File: src/common/ifu_defs.svh
// Sizing macros for the instruction fetch unit.
// Included by the package and by any block that needs a raw size.

`ifndef IFU_DEFS_SVH
`define IFU_DEFS_SVH

// ------------------------------------------------
// Instruction queue
// ------------------------------------------------

// Depth in 16-bit parcels, two memory words
`define IFU_Q_SIZE_HALF 4

// ------------------------------------------------
// Memory side
// ------------------------------------------------

// Pending transaction counter, saturates at 7
`define IFU_TXN_CNT_W 3

// Address and instruction width
`define IFU_XLEN 32

`endif

File: src/common/ifu_pkg.sv
// Types shared by the fetch unit blocks and its testbench.
// Import where needed; sizes come from the defs header.

`include "ifu_defs.svh"

package ifu_pkg;

    typedef logic [`IFU_XLEN-1:0]                addr_t;      // Byte address
    typedef logic [`IFU_XLEN-1:2]                word_addr_t; // Word address
    typedef logic [15:0]                         half_t;      // One parcel
    typedef logic [`IFU_XLEN-1:0]                instr_t;
    typedef logic [`IFU_TXN_CNT_W-1:0]           txn_cnt_t;
    typedef logic [$clog2(`IFU_Q_SIZE_HALF):0]   q_ptr_t;     // Extra bit for wrap

    typedef enum logic {FSM_IDLE = 1'b0, FSM_FETCH = 1'b1} fetch_state_e;

    typedef enum logic [1:0] {RESP_NONE = 2'd0, RESP_OK = 2'd1, RESP_ERR = 2'd2} imem_resp_e;

    // Queue write command
    typedef enum logic [1:0] {WR_NONE = 2'd0, WR_FULL = 2'd1, WR_HI = 2'd2} q_wr_e;

    // Contents of a response word, named upper part first
    typedef enum logic [2:0] {
        RD_NONE          = 3'd0,
        RD_RVI_HI_RVI_LO = 3'd1,   // Whole 32-bit instruction
        RD_RVC_RVC       = 3'd2,
        RD_RVI_LO_RVC    = 3'd3,
        RD_RVC_RVI_HI    = 3'd4,
        RD_RVI_LO_RVI_HI = 3'd5,
        RD_RVC_NV        = 3'd6,   // Lower parcel skipped, unaligned target
        RD_RVI_LO_NV     = 3'd7
    } rdata_kind_e;

    typedef struct packed {logic req; addr_t addr;} imem_req_s;

    typedef struct packed {imem_resp_e resp; instr_t rdata;} imem_rsp_s;

    typedef struct packed {logic new_pc_req; addr_t new_pc; logic stop_fetch;} redirect_s;

    typedef struct packed {logic vld; instr_t instr; logic err;} fetch_out_s;

endpackage

File: src/hw/fetch/fetch_ctrl.sv
// Memory-side control of the fetch unit.
// Runs the IDLE/FETCH machine, the word address register and the
// pending/discard counters, and throttles requests against queue space.

`timescale 1ns/1ns

module fetch_ctrl (
    input  logic                 clk,
    input  logic                 rst_n,
    input  ifu_pkg::redirect_s   redir,
    input  logic                 imem_ack,
    input  ifu_pkg::imem_rsp_s   imem_in,
    input  logic [1:0]           q_free_words,
    output ifu_pkg::imem_req_s   imem_out,
    output logic                 txns_pending,
    output logic                 discard,
    output logic                 resp_vd,
    output logic                 resp_err_vd
);
    import ifu_pkg::*;

    fetch_state_e  state, state_nxt;
    word_addr_t    addr_r;
    word_addr_t    addr_base;
    txn_cnt_t      pend_cnt, pend_cnt_nxt;
    txn_cnt_t      disc_cnt, disc_cnt_nxt;
    txn_cnt_t      vd_pending;
    logic          resp_any;
    logic          cnt_full;
    logic          accepted;

    // ------------------------------------------------
    // Response decode
    // ------------------------------------------------
    assign resp_any    = (imem_in.resp == RESP_OK) | (imem_in.resp == RESP_ERR);
    assign discard     = |disc_cnt;
    assign resp_vd     = resp_any & ~discard;
    assign resp_err_vd = (imem_in.resp == RESP_ERR) & ~discard;

    // A returning response frees a slot in the same cycle
    assign cnt_full    = (&pend_cnt) & ~resp_any;
    assign vd_pending  = pend_cnt - disc_cnt;

    // ------------------------------------------------
    // Request
    // ------------------------------------------------
    assign addr_base     = redir.new_pc_req ? redir.new_pc[31:2] : addr_r;
    assign imem_out.addr = {addr_base, 2'b00};
    assign imem_out.req  = ~redir.stop_fetch & ~cnt_full &
                           (redir.new_pc_req |
                            ((state == FSM_FETCH) &
                             (txn_cnt_t'(q_free_words) > vd_pending)));
    assign accepted      = imem_out.req & imem_ack;

    always_ff @(posedge clk or negedge rst_n) begin
        if (!rst_n) begin
            addr_r <= '0;
        end else if (accepted) begin
            addr_r <= addr_base + word_addr_t'(1);
        end else if (redir.new_pc_req) begin
            addr_r <= redir.new_pc[31:2];   // Target waits for an ack
        end
    end

    // ------------------------------------------------
    // Pending and discard counters
    // ------------------------------------------------
    assign pend_cnt_nxt = pend_cnt + txn_cnt_t'(accepted) - txn_cnt_t'(resp_any);
    assign txns_pending = |pend_cnt;

    always_comb begin
        if (redir.new_pc_req | redir.stop_fetch) begin
            disc_cnt_nxt = pend_cnt - txn_cnt_t'(resp_any);   // Everything older is stale
        end else if (resp_err_vd) begin
            disc_cnt_nxt = pend_cnt_nxt;                      // Drop the rest after a fault
        end else begin
            disc_cnt_nxt = disc_cnt - txn_cnt_t'(1);
        end
    end

    always_ff @(posedge clk or negedge rst_n) begin
        if (!rst_n) begin
            pend_cnt <= '0;
            disc_cnt <= '0;
        end else begin
            pend_cnt <= pend_cnt_nxt;
            if (redir.new_pc_req | redir.stop_fetch | resp_err_vd | (resp_any & discard)) begin
                disc_cnt <= disc_cnt_nxt;
            end
        end
    end

    // ------------------------------------------------
    // State machine
    // ------------------------------------------------
    always_comb begin
        state_nxt = state;
        case (state)
            FSM_IDLE:  if (redir.new_pc_req & ~redir.stop_fetch) state_nxt = FSM_FETCH;
            FSM_FETCH: if (redir.stop_fetch | (resp_err_vd & ~redir.new_pc_req)) begin
                state_nxt = FSM_IDLE;
            end
            default:   state_nxt = FSM_IDLE;
        endcase
    end

    always_ff @(posedge clk or negedge rst_n) begin
        if (!rst_n) begin
            state <= FSM_IDLE;
        end else begin
            state <= state_nxt;
        end
    end

endmodule

File: src/hw/fetch/resp_align.sv
// Response identification for the fetch unit.
// Looks at each accepted response word and decides how much of it
// goes into the instruction queue.

`timescale 1ns/1ns

module resp_align (
    input  logic                 clk,
    input  logic                 rst_n,
    input  ifu_pkg::redirect_s   redir,
    input  ifu_pkg::imem_rsp_s   imem_in,
    input  logic                 discard,
    input  logic                 resp_vd,
    output ifu_pkg::q_wr_e       q_wr
);
    import ifu_pkg::*;

    rdata_kind_e  kind;
    logic         rvi_part2;     // Upper half of a 32-bit instr expected next
    logic         pc_unaligned;  // First word after a target with bit 1 set
    logic         lo_rvi;
    logic         hi_rvi;

    assign lo_rvi = &imem_in.rdata[1:0];
    assign hi_rvi = &imem_in.rdata[17:16];

    always_comb begin
        kind = RD_NONE;
        if ((imem_in.resp == RESP_OK) & ~discard) begin
            if (pc_unaligned) begin
                kind = hi_rvi ? RD_RVI_LO_NV : RD_RVC_NV;
            end else if (rvi_part2) begin
                kind = hi_rvi ? RD_RVI_LO_RVI_HI : RD_RVC_RVI_HI;
            end else if (lo_rvi) begin
                kind = RD_RVI_HI_RVI_LO;
            end else begin
                kind = hi_rvi ? RD_RVI_LO_RVC : RD_RVC_RVC;
            end
        end
    end

    // Error words go in whole so decode sees the fault
    always_comb begin
        q_wr = WR_NONE;
        if (resp_vd) begin
            if ((kind == RD_RVC_NV) | (kind == RD_RVI_LO_NV)) q_wr = WR_HI;
            else                                              q_wr = WR_FULL;
        end
    end

    always_ff @(posedge clk or negedge rst_n) begin
        if (!rst_n) begin
            rvi_part2    <= 1'b0;
            pc_unaligned <= 1'b0;
        end else if (redir.new_pc_req) begin
            rvi_part2    <= 1'b0;
            pc_unaligned <= redir.new_pc[1];
        end else if (resp_vd) begin
            rvi_part2    <= (kind == RD_RVI_LO_NV) | (kind == RD_RVI_LO_RVI_HI) |
                            (kind == RD_RVI_LO_RVC);
            pc_unaligned <= 1'b0;
        end
    end

endmodule

File: src/hw/fetch/instr_queue.sv
// Halfword instruction queue between memory responses and decode.
// Rebuilds 16- and 32-bit instructions from parcels and presents one
// per cycle with vld/rdy. Flushed by a redirect or a stop.

`timescale 1ns/1ns
`include "ifu_defs.svh"

module instr_queue (
    input  logic                 clk,
    input  logic                 rst_n,
    input  ifu_pkg::redirect_s   redir,
    input  ifu_pkg::q_wr_e       q_wr,
    input  ifu_pkg::instr_t      rdata,
    input  logic                 resp_err_vd,
    input  logic                 rdy,
    output logic [1:0]           q_free_words,
    output ifu_pkg::fetch_out_s  fetch
);
    import ifu_pkg::*;

    localparam int ADR_W = $clog2(`IFU_Q_SIZE_HALF);

    half_t             q_data [`IFU_Q_SIZE_HALF];
    logic              q_err  [`IFU_Q_SIZE_HALF];
    q_ptr_t            rptr, rptr_nxt;
    q_ptr_t            wptr, wptr_nxt;
    q_ptr_t            occupied;
    q_ptr_t            free_h;
    logic [ADR_W-1:0]  wadr, wadr1;
    logic [ADR_W-1:0]  radr, radr1;
    half_t             head, next;
    logic              head_err, next_err;
    logic              head_rvc;
    logic              two_held;
    logic              flush;
    logic              rd;

    assign flush = redir.new_pc_req | redir.stop_fetch;

    // ------------------------------------------------
    // Storage
    // ------------------------------------------------
    assign wadr  = wptr[ADR_W-1:0];
    assign wadr1 = wadr + 1'b1;

    always_ff @(posedge clk) begin
        if (q_wr == WR_HI) begin
            q_data[wadr] <= rdata[31:16];
            q_err[wadr]  <= resp_err_vd;
        end else if (q_wr == WR_FULL) begin
            q_data[wadr]  <= rdata[15:0];
            q_err[wadr]   <= resp_err_vd;
            q_data[wadr1] <= rdata[31:16];
            q_err[wadr1]  <= resp_err_vd;
        end
    end

    // ------------------------------------------------
    // Decode side
    // ------------------------------------------------
    assign radr     = rptr[ADR_W-1:0];
    assign radr1    = radr + 1'b1;
    assign head     = q_data[radr];
    assign next     = q_data[radr1];
    assign head_err = q_err[radr];
    assign next_err = q_err[radr1];

    assign occupied = wptr - rptr;
    assign two_held = occupied >= q_ptr_t'(2);
    assign head_rvc = head[1:0] != 2'b11;

    always_comb begin
        fetch.vld   = (occupied != '0) & (head_rvc | head_err | two_held);
        fetch.instr = head_rvc ? {16'h0, head} : {next, head};
        fetch.err   = (occupied != '0) & (head_err | (~head_rvc & two_held & next_err));
    end

    assign rd = fetch.vld & rdy;

    // ------------------------------------------------
    // Pointers
    // ------------------------------------------------
    always_comb begin
        rptr_nxt = rptr;
        if (rd) begin
            if (fetch.err)     rptr_nxt = wptr;   // Fetch halts, nothing after is valid
            else if (head_rvc) rptr_nxt = rptr + q_ptr_t'(1);
            else               rptr_nxt = rptr + q_ptr_t'(2);
        end
    end

    always_comb begin
        case (q_wr)
            WR_FULL: wptr_nxt = wptr + q_ptr_t'(2);
            WR_HI:   wptr_nxt = wptr + q_ptr_t'(1);
            default: wptr_nxt = wptr;
        endcase
    end

    always_ff @(posedge clk or negedge rst_n) begin
        if (!rst_n) begin
            rptr <= '0;
            wptr <= '0;
        end else if (flush) begin
            rptr <= '0;
            wptr <= '0;
        end else begin
            rptr <= rptr_nxt;
            wptr <= wptr_nxt;
        end
    end

    // Free space after this cycle's read, in whole words
    assign free_h       = q_ptr_t'(`IFU_Q_SIZE_HALF) - (wptr - rptr_nxt);
    assign q_free_words = free_h[ADR_W:1];

endmodule

File: src/hw/ifu_top.sv
// Instruction fetch unit top level.
// Memory request/response port on one side, decode valid/ready on the other.
// Fetch starts on a redirect from the pipeline and halts on stop or error.

`timescale 1ns/1ns

module ifu_top (
    input  logic                   clk,
    input  logic                   rst_n,
    input  ifu_pkg::redirect_s     redir,
    output ifu_pkg::imem_req_s     imem_out,
    input  logic                   imem_ack,
    input  ifu_pkg::imem_rsp_s     imem_in,
    output logic                   txns_pending,
    output ifu_pkg::fetch_out_s    fetch,
    input  logic                   rdy
);
    import ifu_pkg::*;

    logic        discard;       // Stale responses still on the way
    logic        resp_vd;
    logic        resp_err_vd;
    q_wr_e       q_wr;
    logic [1:0]  q_free_words;

    fetch_ctrl u_fetch_ctrl (
        .clk          (clk),
        .rst_n        (rst_n),
        .redir        (redir),
        .imem_ack     (imem_ack),
        .imem_in      (imem_in),
        .q_free_words (q_free_words),
        .imem_out     (imem_out),
        .txns_pending (txns_pending),
        .discard      (discard),
        .resp_vd      (resp_vd),
        .resp_err_vd  (resp_err_vd)
    );

    resp_align u_resp_align (
        .clk     (clk),
        .rst_n   (rst_n),
        .redir   (redir),
        .imem_in (imem_in),
        .discard (discard),
        .resp_vd (resp_vd),
        .q_wr    (q_wr)
    );

    instr_queue u_instr_queue (
        .clk          (clk),
        .rst_n        (rst_n),
        .redir        (redir),
        .q_wr         (q_wr),
        .rdata        (imem_in.rdata),
        .resp_err_vd  (resp_err_vd),
        .rdy          (rdy),
        .q_free_words (q_free_words),
        .fetch        (fetch)
    );

endmodule

File: config.mk
export PLATFORM = sky130hd
export DESIGN_NAME = ifu_top
export DESIGN_NICKNAME = d
export VERILOG_FILES = /design/src/common/ifu_pkg.sv /design/src/hw/fetch/fetch_ctrl.sv /design/src/hw/fetch/resp_align.sv /design/src/hw/fetch/instr_queue.sv /design/src/hw/ifu_top.sv
export VERILOG_INCLUDE_DIRS = /design/src /design/src/common
export SDC_FILE = /design/constraint.sdc
export NUM_CORES = 1
export LEC_CHECK = 0
export BUFFER_PORTS_ARGS = -buffer_cell sky130_fd_sc_hd__buf_4
export CORE_MARGIN = 2
export CORE_UTILIZATION = 45
export CTS_BUF_LIST = sky130_fd_sc_hd__clkbuf_2
export CTS_CLUSTER_SIZE = 14
export DETAILED_ROUTE_END_ITERATION = 8
export PLACE_DENSITY = 0.71
export SETUP_SLACK_MARGIN = 0.2
export SLEW_MARGIN = 10
export SYNTH_ARGS = -nofsm -noshare
export SYNTH_HDL_FRONTEND = slang
export SYNTH_SLANG_ARGS = --single-unit
File: constraint.sdc
create_clock -name clk -period 11.15 [get_ports clk]
set_input_delay 1.115 -clock clk [delete_from_list [all_inputs] [get_ports clk]]
set_output_delay 1.115 -clock clk [all_outputs]
set_load 0.1 [all_outputs]
# ---- Word-level counts from Yosys, hierarchy flattened
# Memory sizes are Yosys's and may differ from the RTL's.
# Cells that the tools add are included.
dict set report classes {
  add_sub_neg 15
  eq_ne 9
  reduce_logical 8
  bitwise 37
  order_cmp 2
  mux 34
}
# op n
set ops {}
lappend ops {{$mux W30} 2}
lappend ops {{$mux W3} 11}
lappend ops {{$mux W32} 1}
lappend ops {{$add A30 B1 Y30 const B} 1}
lappend ops {{$and A1 B1 Y1} 16}
lappend ops {{$mux W16} 1}
lappend ops {{$mux W1} 15}
lappend ops {{$or A1 B1 Y1} 14}
lappend ops {{$eq A3 B3 Y1 const B} 3}
lappend ops {{$sub A3 B3 Y3} 3}
lappend ops {{$not A1 Y1} 7}
lappend ops {{$add A3 B1 Y3 const B} 2}
lappend ops {{$add A3 B2 Y3 const B} 2}
lappend ops {{$pmux W3 S2} 1}
lappend ops {{$reduce_bool A3 Y1} 2}
lappend ops {{$reduce_or A3 Y1} 2}
lappend ops {{$sub A3 B1 Y3} 2}
lappend ops {{$add A2 B1 Y2 const B} 2}
lappend ops {{$eq A2 B1 Y1 const B} 2}
lappend ops {{$eq A2 B2 Y1 const B} 2}
lappend ops {{$mux W2} 2}
lappend ops {{$reduce_and A2 Y1} 2}
lappend ops {{$add A3 B1 Y3} 1}
lappend ops {{$eq A3 B2 Y1 const B} 1}
lappend ops {{8 further kinds} 8}
dict set report word_totals {
  input_bits 72
  ram_bits 68
  mem_count 2
  regBits 45
}
# name depth word_bits read_ports rd_ports_with_merged_regs wr line_no
set mem_list {}
lappend mem_list {u_instr_queue.q_data 4 16 2 0 2 instr_queue.sv:23} ;# half_t q_data [`IFU_Q_SIZE_HALF];
lappend mem_list {u_instr_queue.q_err 4 1 2 0 2 instr_queue.sv:24} ;# logic q_err [`IFU_Q_SIZE_HALF];

# ---- Depth between registers and ports, before layout
# An unclocked memory read counts as a cell.
dict set report logic_depth {
  ltp_word 20
  depth_mapped 26
}

# ---- Hierarchy
# A second synthesis with hierarchy kept.
dict set report hier_totals {
  cells_unflattened 562
  hier_area_um2 7303.3
}
# mod seq_area_each_um2 n_inst cells_per_inst area_per_inst_um2
set by_module_without_submodules {}
lappend by_module_without_submodules {instr_queue 2192.1 1 293 4531.8}
lappend by_module_without_submodules {fetch_ctrl 925.9 1 262 2703.8}
lappend by_module_without_submodules {resp_align 25.0 1 7 67.6}

# ---- Worst setup path after synthesis
# Ideal clock, no wire load.
dict set report synth_path {
  path_kind {register to output}
  start {register u_instr_queue.wptr[0]}
  end {output port imem_out[32] (netlist name)}
  path_slack_ns 5.117
  path_stages_with_launch 18
  t_required_ns 10.035
  n_path_buf 0
  arrival_time_ns 4.918
  cell_sequence {dfrtp_1 > inv_1 > ha_1 > fa_1 > xor3_1 > o21ai_0 > o21ai_2 > nand2_1 > o22ai_1 > nor2_1 > ha_1 > ha_1 > xnor2_1 > xnor2_1 > ha_1 > nor2b_1 > o2111a_2 > o21a_1}
}
# element line_no
set synth_rtl {}
lappend synth_rtl {{from (decl)} instr_queue.sv:26} ;# q_ptr_t wptr, wptr_nxt;
lappend synth_rtl {{from (signal assigned)} instr_queue.sv:109} ;# wptr <= wptr_nxt;
lappend synth_rtl {{to (decl)} ifu_top.sv:11} ;# output ifu_pkg::imem_req_s imem_out,

==> out/metrics.csv <==
stage;metric;value;unit
clock_tree;Setup Fix Bufs, Post-CTS;0;
logic_synthesis;Synth top area share;0.289;
clock_tree;H-Tree Depth;3;
clock_tree;Worst-Skew Late Latency;0.63;ns
global_route;global route overflow;0;
clock_tree;cts hold-fix bufs;0;
finish;area of the multi-input gates;0.00364;mm^2
timing;Max Freq;147;MHz
global_route;met3 usage;0.0446;
logic_synthesis;multiplexer share of the synthesized area;0.259;
timing;RSZ-0062 raised after global routing;false;
worst_setup_path;crit path max fanout;38;
routing;# DRC;0;
logic_synthesis;post-synthesis xor/xnor area fraction;0.0502;
logic_synthesis;Mapped Cells;535;
global_route;M1 GR Usage;0.264;
worst_setup_path;reg-to-reg slack, setup;4.60;ns
worst_setup_path;WP buf/inv;1;
finish;commonest non-fill, non-tap cell in the layout;buf_4;
floorplan;Die Y;129;um
place;Post-Place Cells;867;
place;Setup WS pre-CTS;4.62;ns
routing;DR vias;4956;
timing;Tmin final;6.82;ns
worst_setup_path;Critical Path Start Type;flip-flop;
timing;period utilisation layout;0.611;
timing;Slew @ Worst Pin;1.09;ns
worst_setup_path;Worst setup EP type;output pin;
global_route;busiest grt layer;met2;
place;PortBufs;136;
timing;final slew viol count;0;
floorplan;starting density of the core;0.462;
timing;skew final;0.0236;ns
logic_synthesis;simple-gate area share of the yosys netlist;0.102;
worst_setup_path;worst reg2reg startpoint;u_instr_queue.rptr[0];
floorplan;Die W;129;um
worst_setup_path;slowest CP cell;dfrtp_2;
global_route;largest net degree at the start of global routing;53;
worst_setup_path;CP Cell Sequence;ha_1, fa_1, xor3_1, o31ai_1, o21ai_2, a2111oi_1, nor2_1, ha_1, ha_1, xnor2_1, xnor2_1, ha_1, nor2b_1, o2111a_2, o21a_1, buf_4;
run_status;status;complete, no violations;
logic_synthesis;Synth area leader;edfxtp_1;
finish;nets;765;
routing;remaining antenna violation count;0;
finish;Util after Layout;0.550;
power;Leak Pwr;3.43;nW
logic_synthesis;Yosys reg bits;112;
timing;post-route setup slack;4.33;ns
floorplan;I/O pin count;140;
global_route;Total Routing Usage GR;0.212;
logic_synthesis;register area share after synthesis;0.446;
clock_tree;clock-pin slew on the worst setup and hold paths;0.31;ns
finish;Area Overhead vs Synth;19.0;%
worst_setup_path;slowest stage delay, CP;1.15;ns
worst_setup_path;Arr. time, crit path;5.70;ns
finish;most frequent cells in the layout;buf_4, mux2_2, edfxtp_1;
worst_setup_path;Top delay family on crit path;compound AO/OA/AOI/OAI gates;
routing;Wirelength per Cell;19.4;um
global_route;vias in the first global route;5312;
flow_run;Max-Cap Viols;0;
clock_tree;Num CTS Buffers;9;
floorplan;FP Rows;45;
place;RD Place Congestion;0.899;
worst_setup_path;WP data required;10.04;ns
timing;setup TNS;0;ns
routing;drt first-iter violations;275;
routing;drt total wl;17200;um
finish;share of layout cells above drive strength 1;0.439;
logic_synthesis;Compound-Gate Fraction of Synth Area;0.0548;
power;VDD IR-drop max;0.0865;mV
logic_synthesis;top_reg_cell synth;edfxtp_1;
logic_synthesis;async set or reset register ratio after synthesis;0.393;
clock_tree;clock sink count;112;
floorplan;Die ar.;0.0167;mm^2
logic_synthesis;Unique masters post-synth;65;
worst_hold_path;Hold/Removal Path Class;input port to async pin;
clock_tree;clock buffer depth;2;
routing;average vias per placed instance;5.61;
global_route;grt met2 use;0.370;
logic_synthesis;Avg Cell Area, Syn;13.2;um^2
clock_tree;CTS root buf;clkbuf_2;
timing;final hold violation count;0;
finish;post-route insts no fill;884;
power;Power per Cell Area;163;mW/mm^2
finish;Reg area;0.00314;mm^2
logic_synthesis;Yosys warning total;0;
timing;Finish-stage setup viols;0;
logic_synthesis;Post-synth EDFFs;68;
clock_tree;cts repair resizes;0;
worst_setup_path;CP Launch Point;u_instr_queue.rptr[0];
finish;fill count;1302;
logic_synthesis;largest family of logic cells by synthesized area;multiplexers;
routing;DRT Pass-1 Iters;4;
clock_tree;CTS tree;done;
global_route;initial antenna violation count;0;
logic_synthesis;synth top area cells;edfxtp_1, dfrtp_1, mux2_2, mux4_2, ha_1;
logic_synthesis;synthesized area;0.00705;mm^2
place;DP HPWL;12200;um
timing;Slew Limit Headroom;0.271;
floorplan;CORE AREA;0.0153;mm^2
logic_synthesis;Synth Area in Adders;0.0493;
global_route;first-pass GRT wire length;27400;um
worst_setup_path;most frequent CP cell;ha_1;
worst_setup_path;Crit Path Class;flip-flop to output pin;
layout make-up:
cell class / count / area share
inverters: 32 / 0.0143
diodes: 1 / 0.000298
repair buffers: 146 / 0.131
well taps: 211 / 0.0315
clock inverters: 7 / 0.00939
clock buffers: 9 / 0.00537
flip-flops and latches: 112 / 0.375
multi-input cells: 366 / 0.434
report_power, final:
part	internal, mW	switching (mW)	total [mW]
sequential	0.500	0.0293	0.529
clock	0.0550	0.145	0.200
combinational	0.212	0.427	0.639
state kept, by name (all words and copies together) (netlist names), 3 cells and up:
signal                 count
u_fetch_ctrl.addr_r       30
u_instr_queue.q_err        4
u_instr_queue.wptr         3
u_fetch_ctrl.pend_cnt      3
u_instr_queue.rptr         3
u_instr_queue.q_data      64
u_fetch_ctrl.disc_cnt      3
metrics by stage:
step           total power, mW  instance area [um^2]  hold slack (ns)
3_3_place_gp              1.16                  8270            0.511
4_1_cts                   1.38                  8390            0.410
5_1_grt                   1.44                  8390            0.403
2_1_floorplan             1.03                  7060            0.484
6_report                  1.37                  8390            0.421
3_5_place_dp              1.18                  8270            0.520
per-layer routing:
metal / up-vias / wire, um
li1: 2284 / -
met1: 2463 / 6950
met2: 189 / 8720
met3: 20 / 1260
met4: 0 / 227
met5: - / 0
worst register-to-register path: stages (launching register included):
cell       delay [ns]
dfrtp_2          1.15
ha_1             0.35
fa_1             0.18
xor3_1           0.28
o31ai_1          0.37
o21ai_2          0.23
a2111oi_1        0.49
nor2_1           0.13
ha_1             0.30
ha_1             0.21
xnor2_1          0.17
xnor2_1          0.15
ha_1             0.26
nor2b_1          0.13
o2111a_2         0.28
o211ai_4         0.26
inv_1            0.13
ha_1             0.21
fa_1             0.37
xnor2_1          0.14
xnor2_1          0.21
nand2_1          0.09
a31oi_1          0.24
a31oi_1          0.07
nor2_1           0.12
final timing paths:
kind,cells past startpoint,end
setup reg to reg,24,u_fetch_ctrl.disc_cnt[2]
hold reg to reg,2,u_resp_align.pc_unaligned
hold / removal,1,u_fetch_ctrl.addr_r[10]
max in group asynchronous,1,u_instr_queue.rptr[0]
setup / recovery,16,imem_out[32]
min in group clk,2,u_resp_align.pc_unaligned
synthesized netlist by cell type, types with 4 or more instances:
cell type  instances
ha_1              23
mux2_2            80
a21oi_1           12
edfxtp_1          68
mux4_2            34
and2_1             4
xor2_1            14
xnor2_1           21
buf_2              8
o21ai_0            4
nor4_1             6
nand3_1            9
nor3_1             5
nand2_1           18
or3_1              5
and3_1            17
dfrtp_1           44
nor2_1            30
clkbuf_1           8
a21o_1             4
inv_1             32
buf_6              5
nor2b_1            6
mux2i_1           16
kinds of logic after synthesis:
family                     count (synthesis)
AOI/OAI and AO/OA                         50
xor gates and xnor gates                  37
adders and majority gates                 26
buffers and inverters                     58
DFF                                      112
muxes                                    130
other                                      1
and+or+nand+nor                          121
Power figures use the tool's default switching activity.
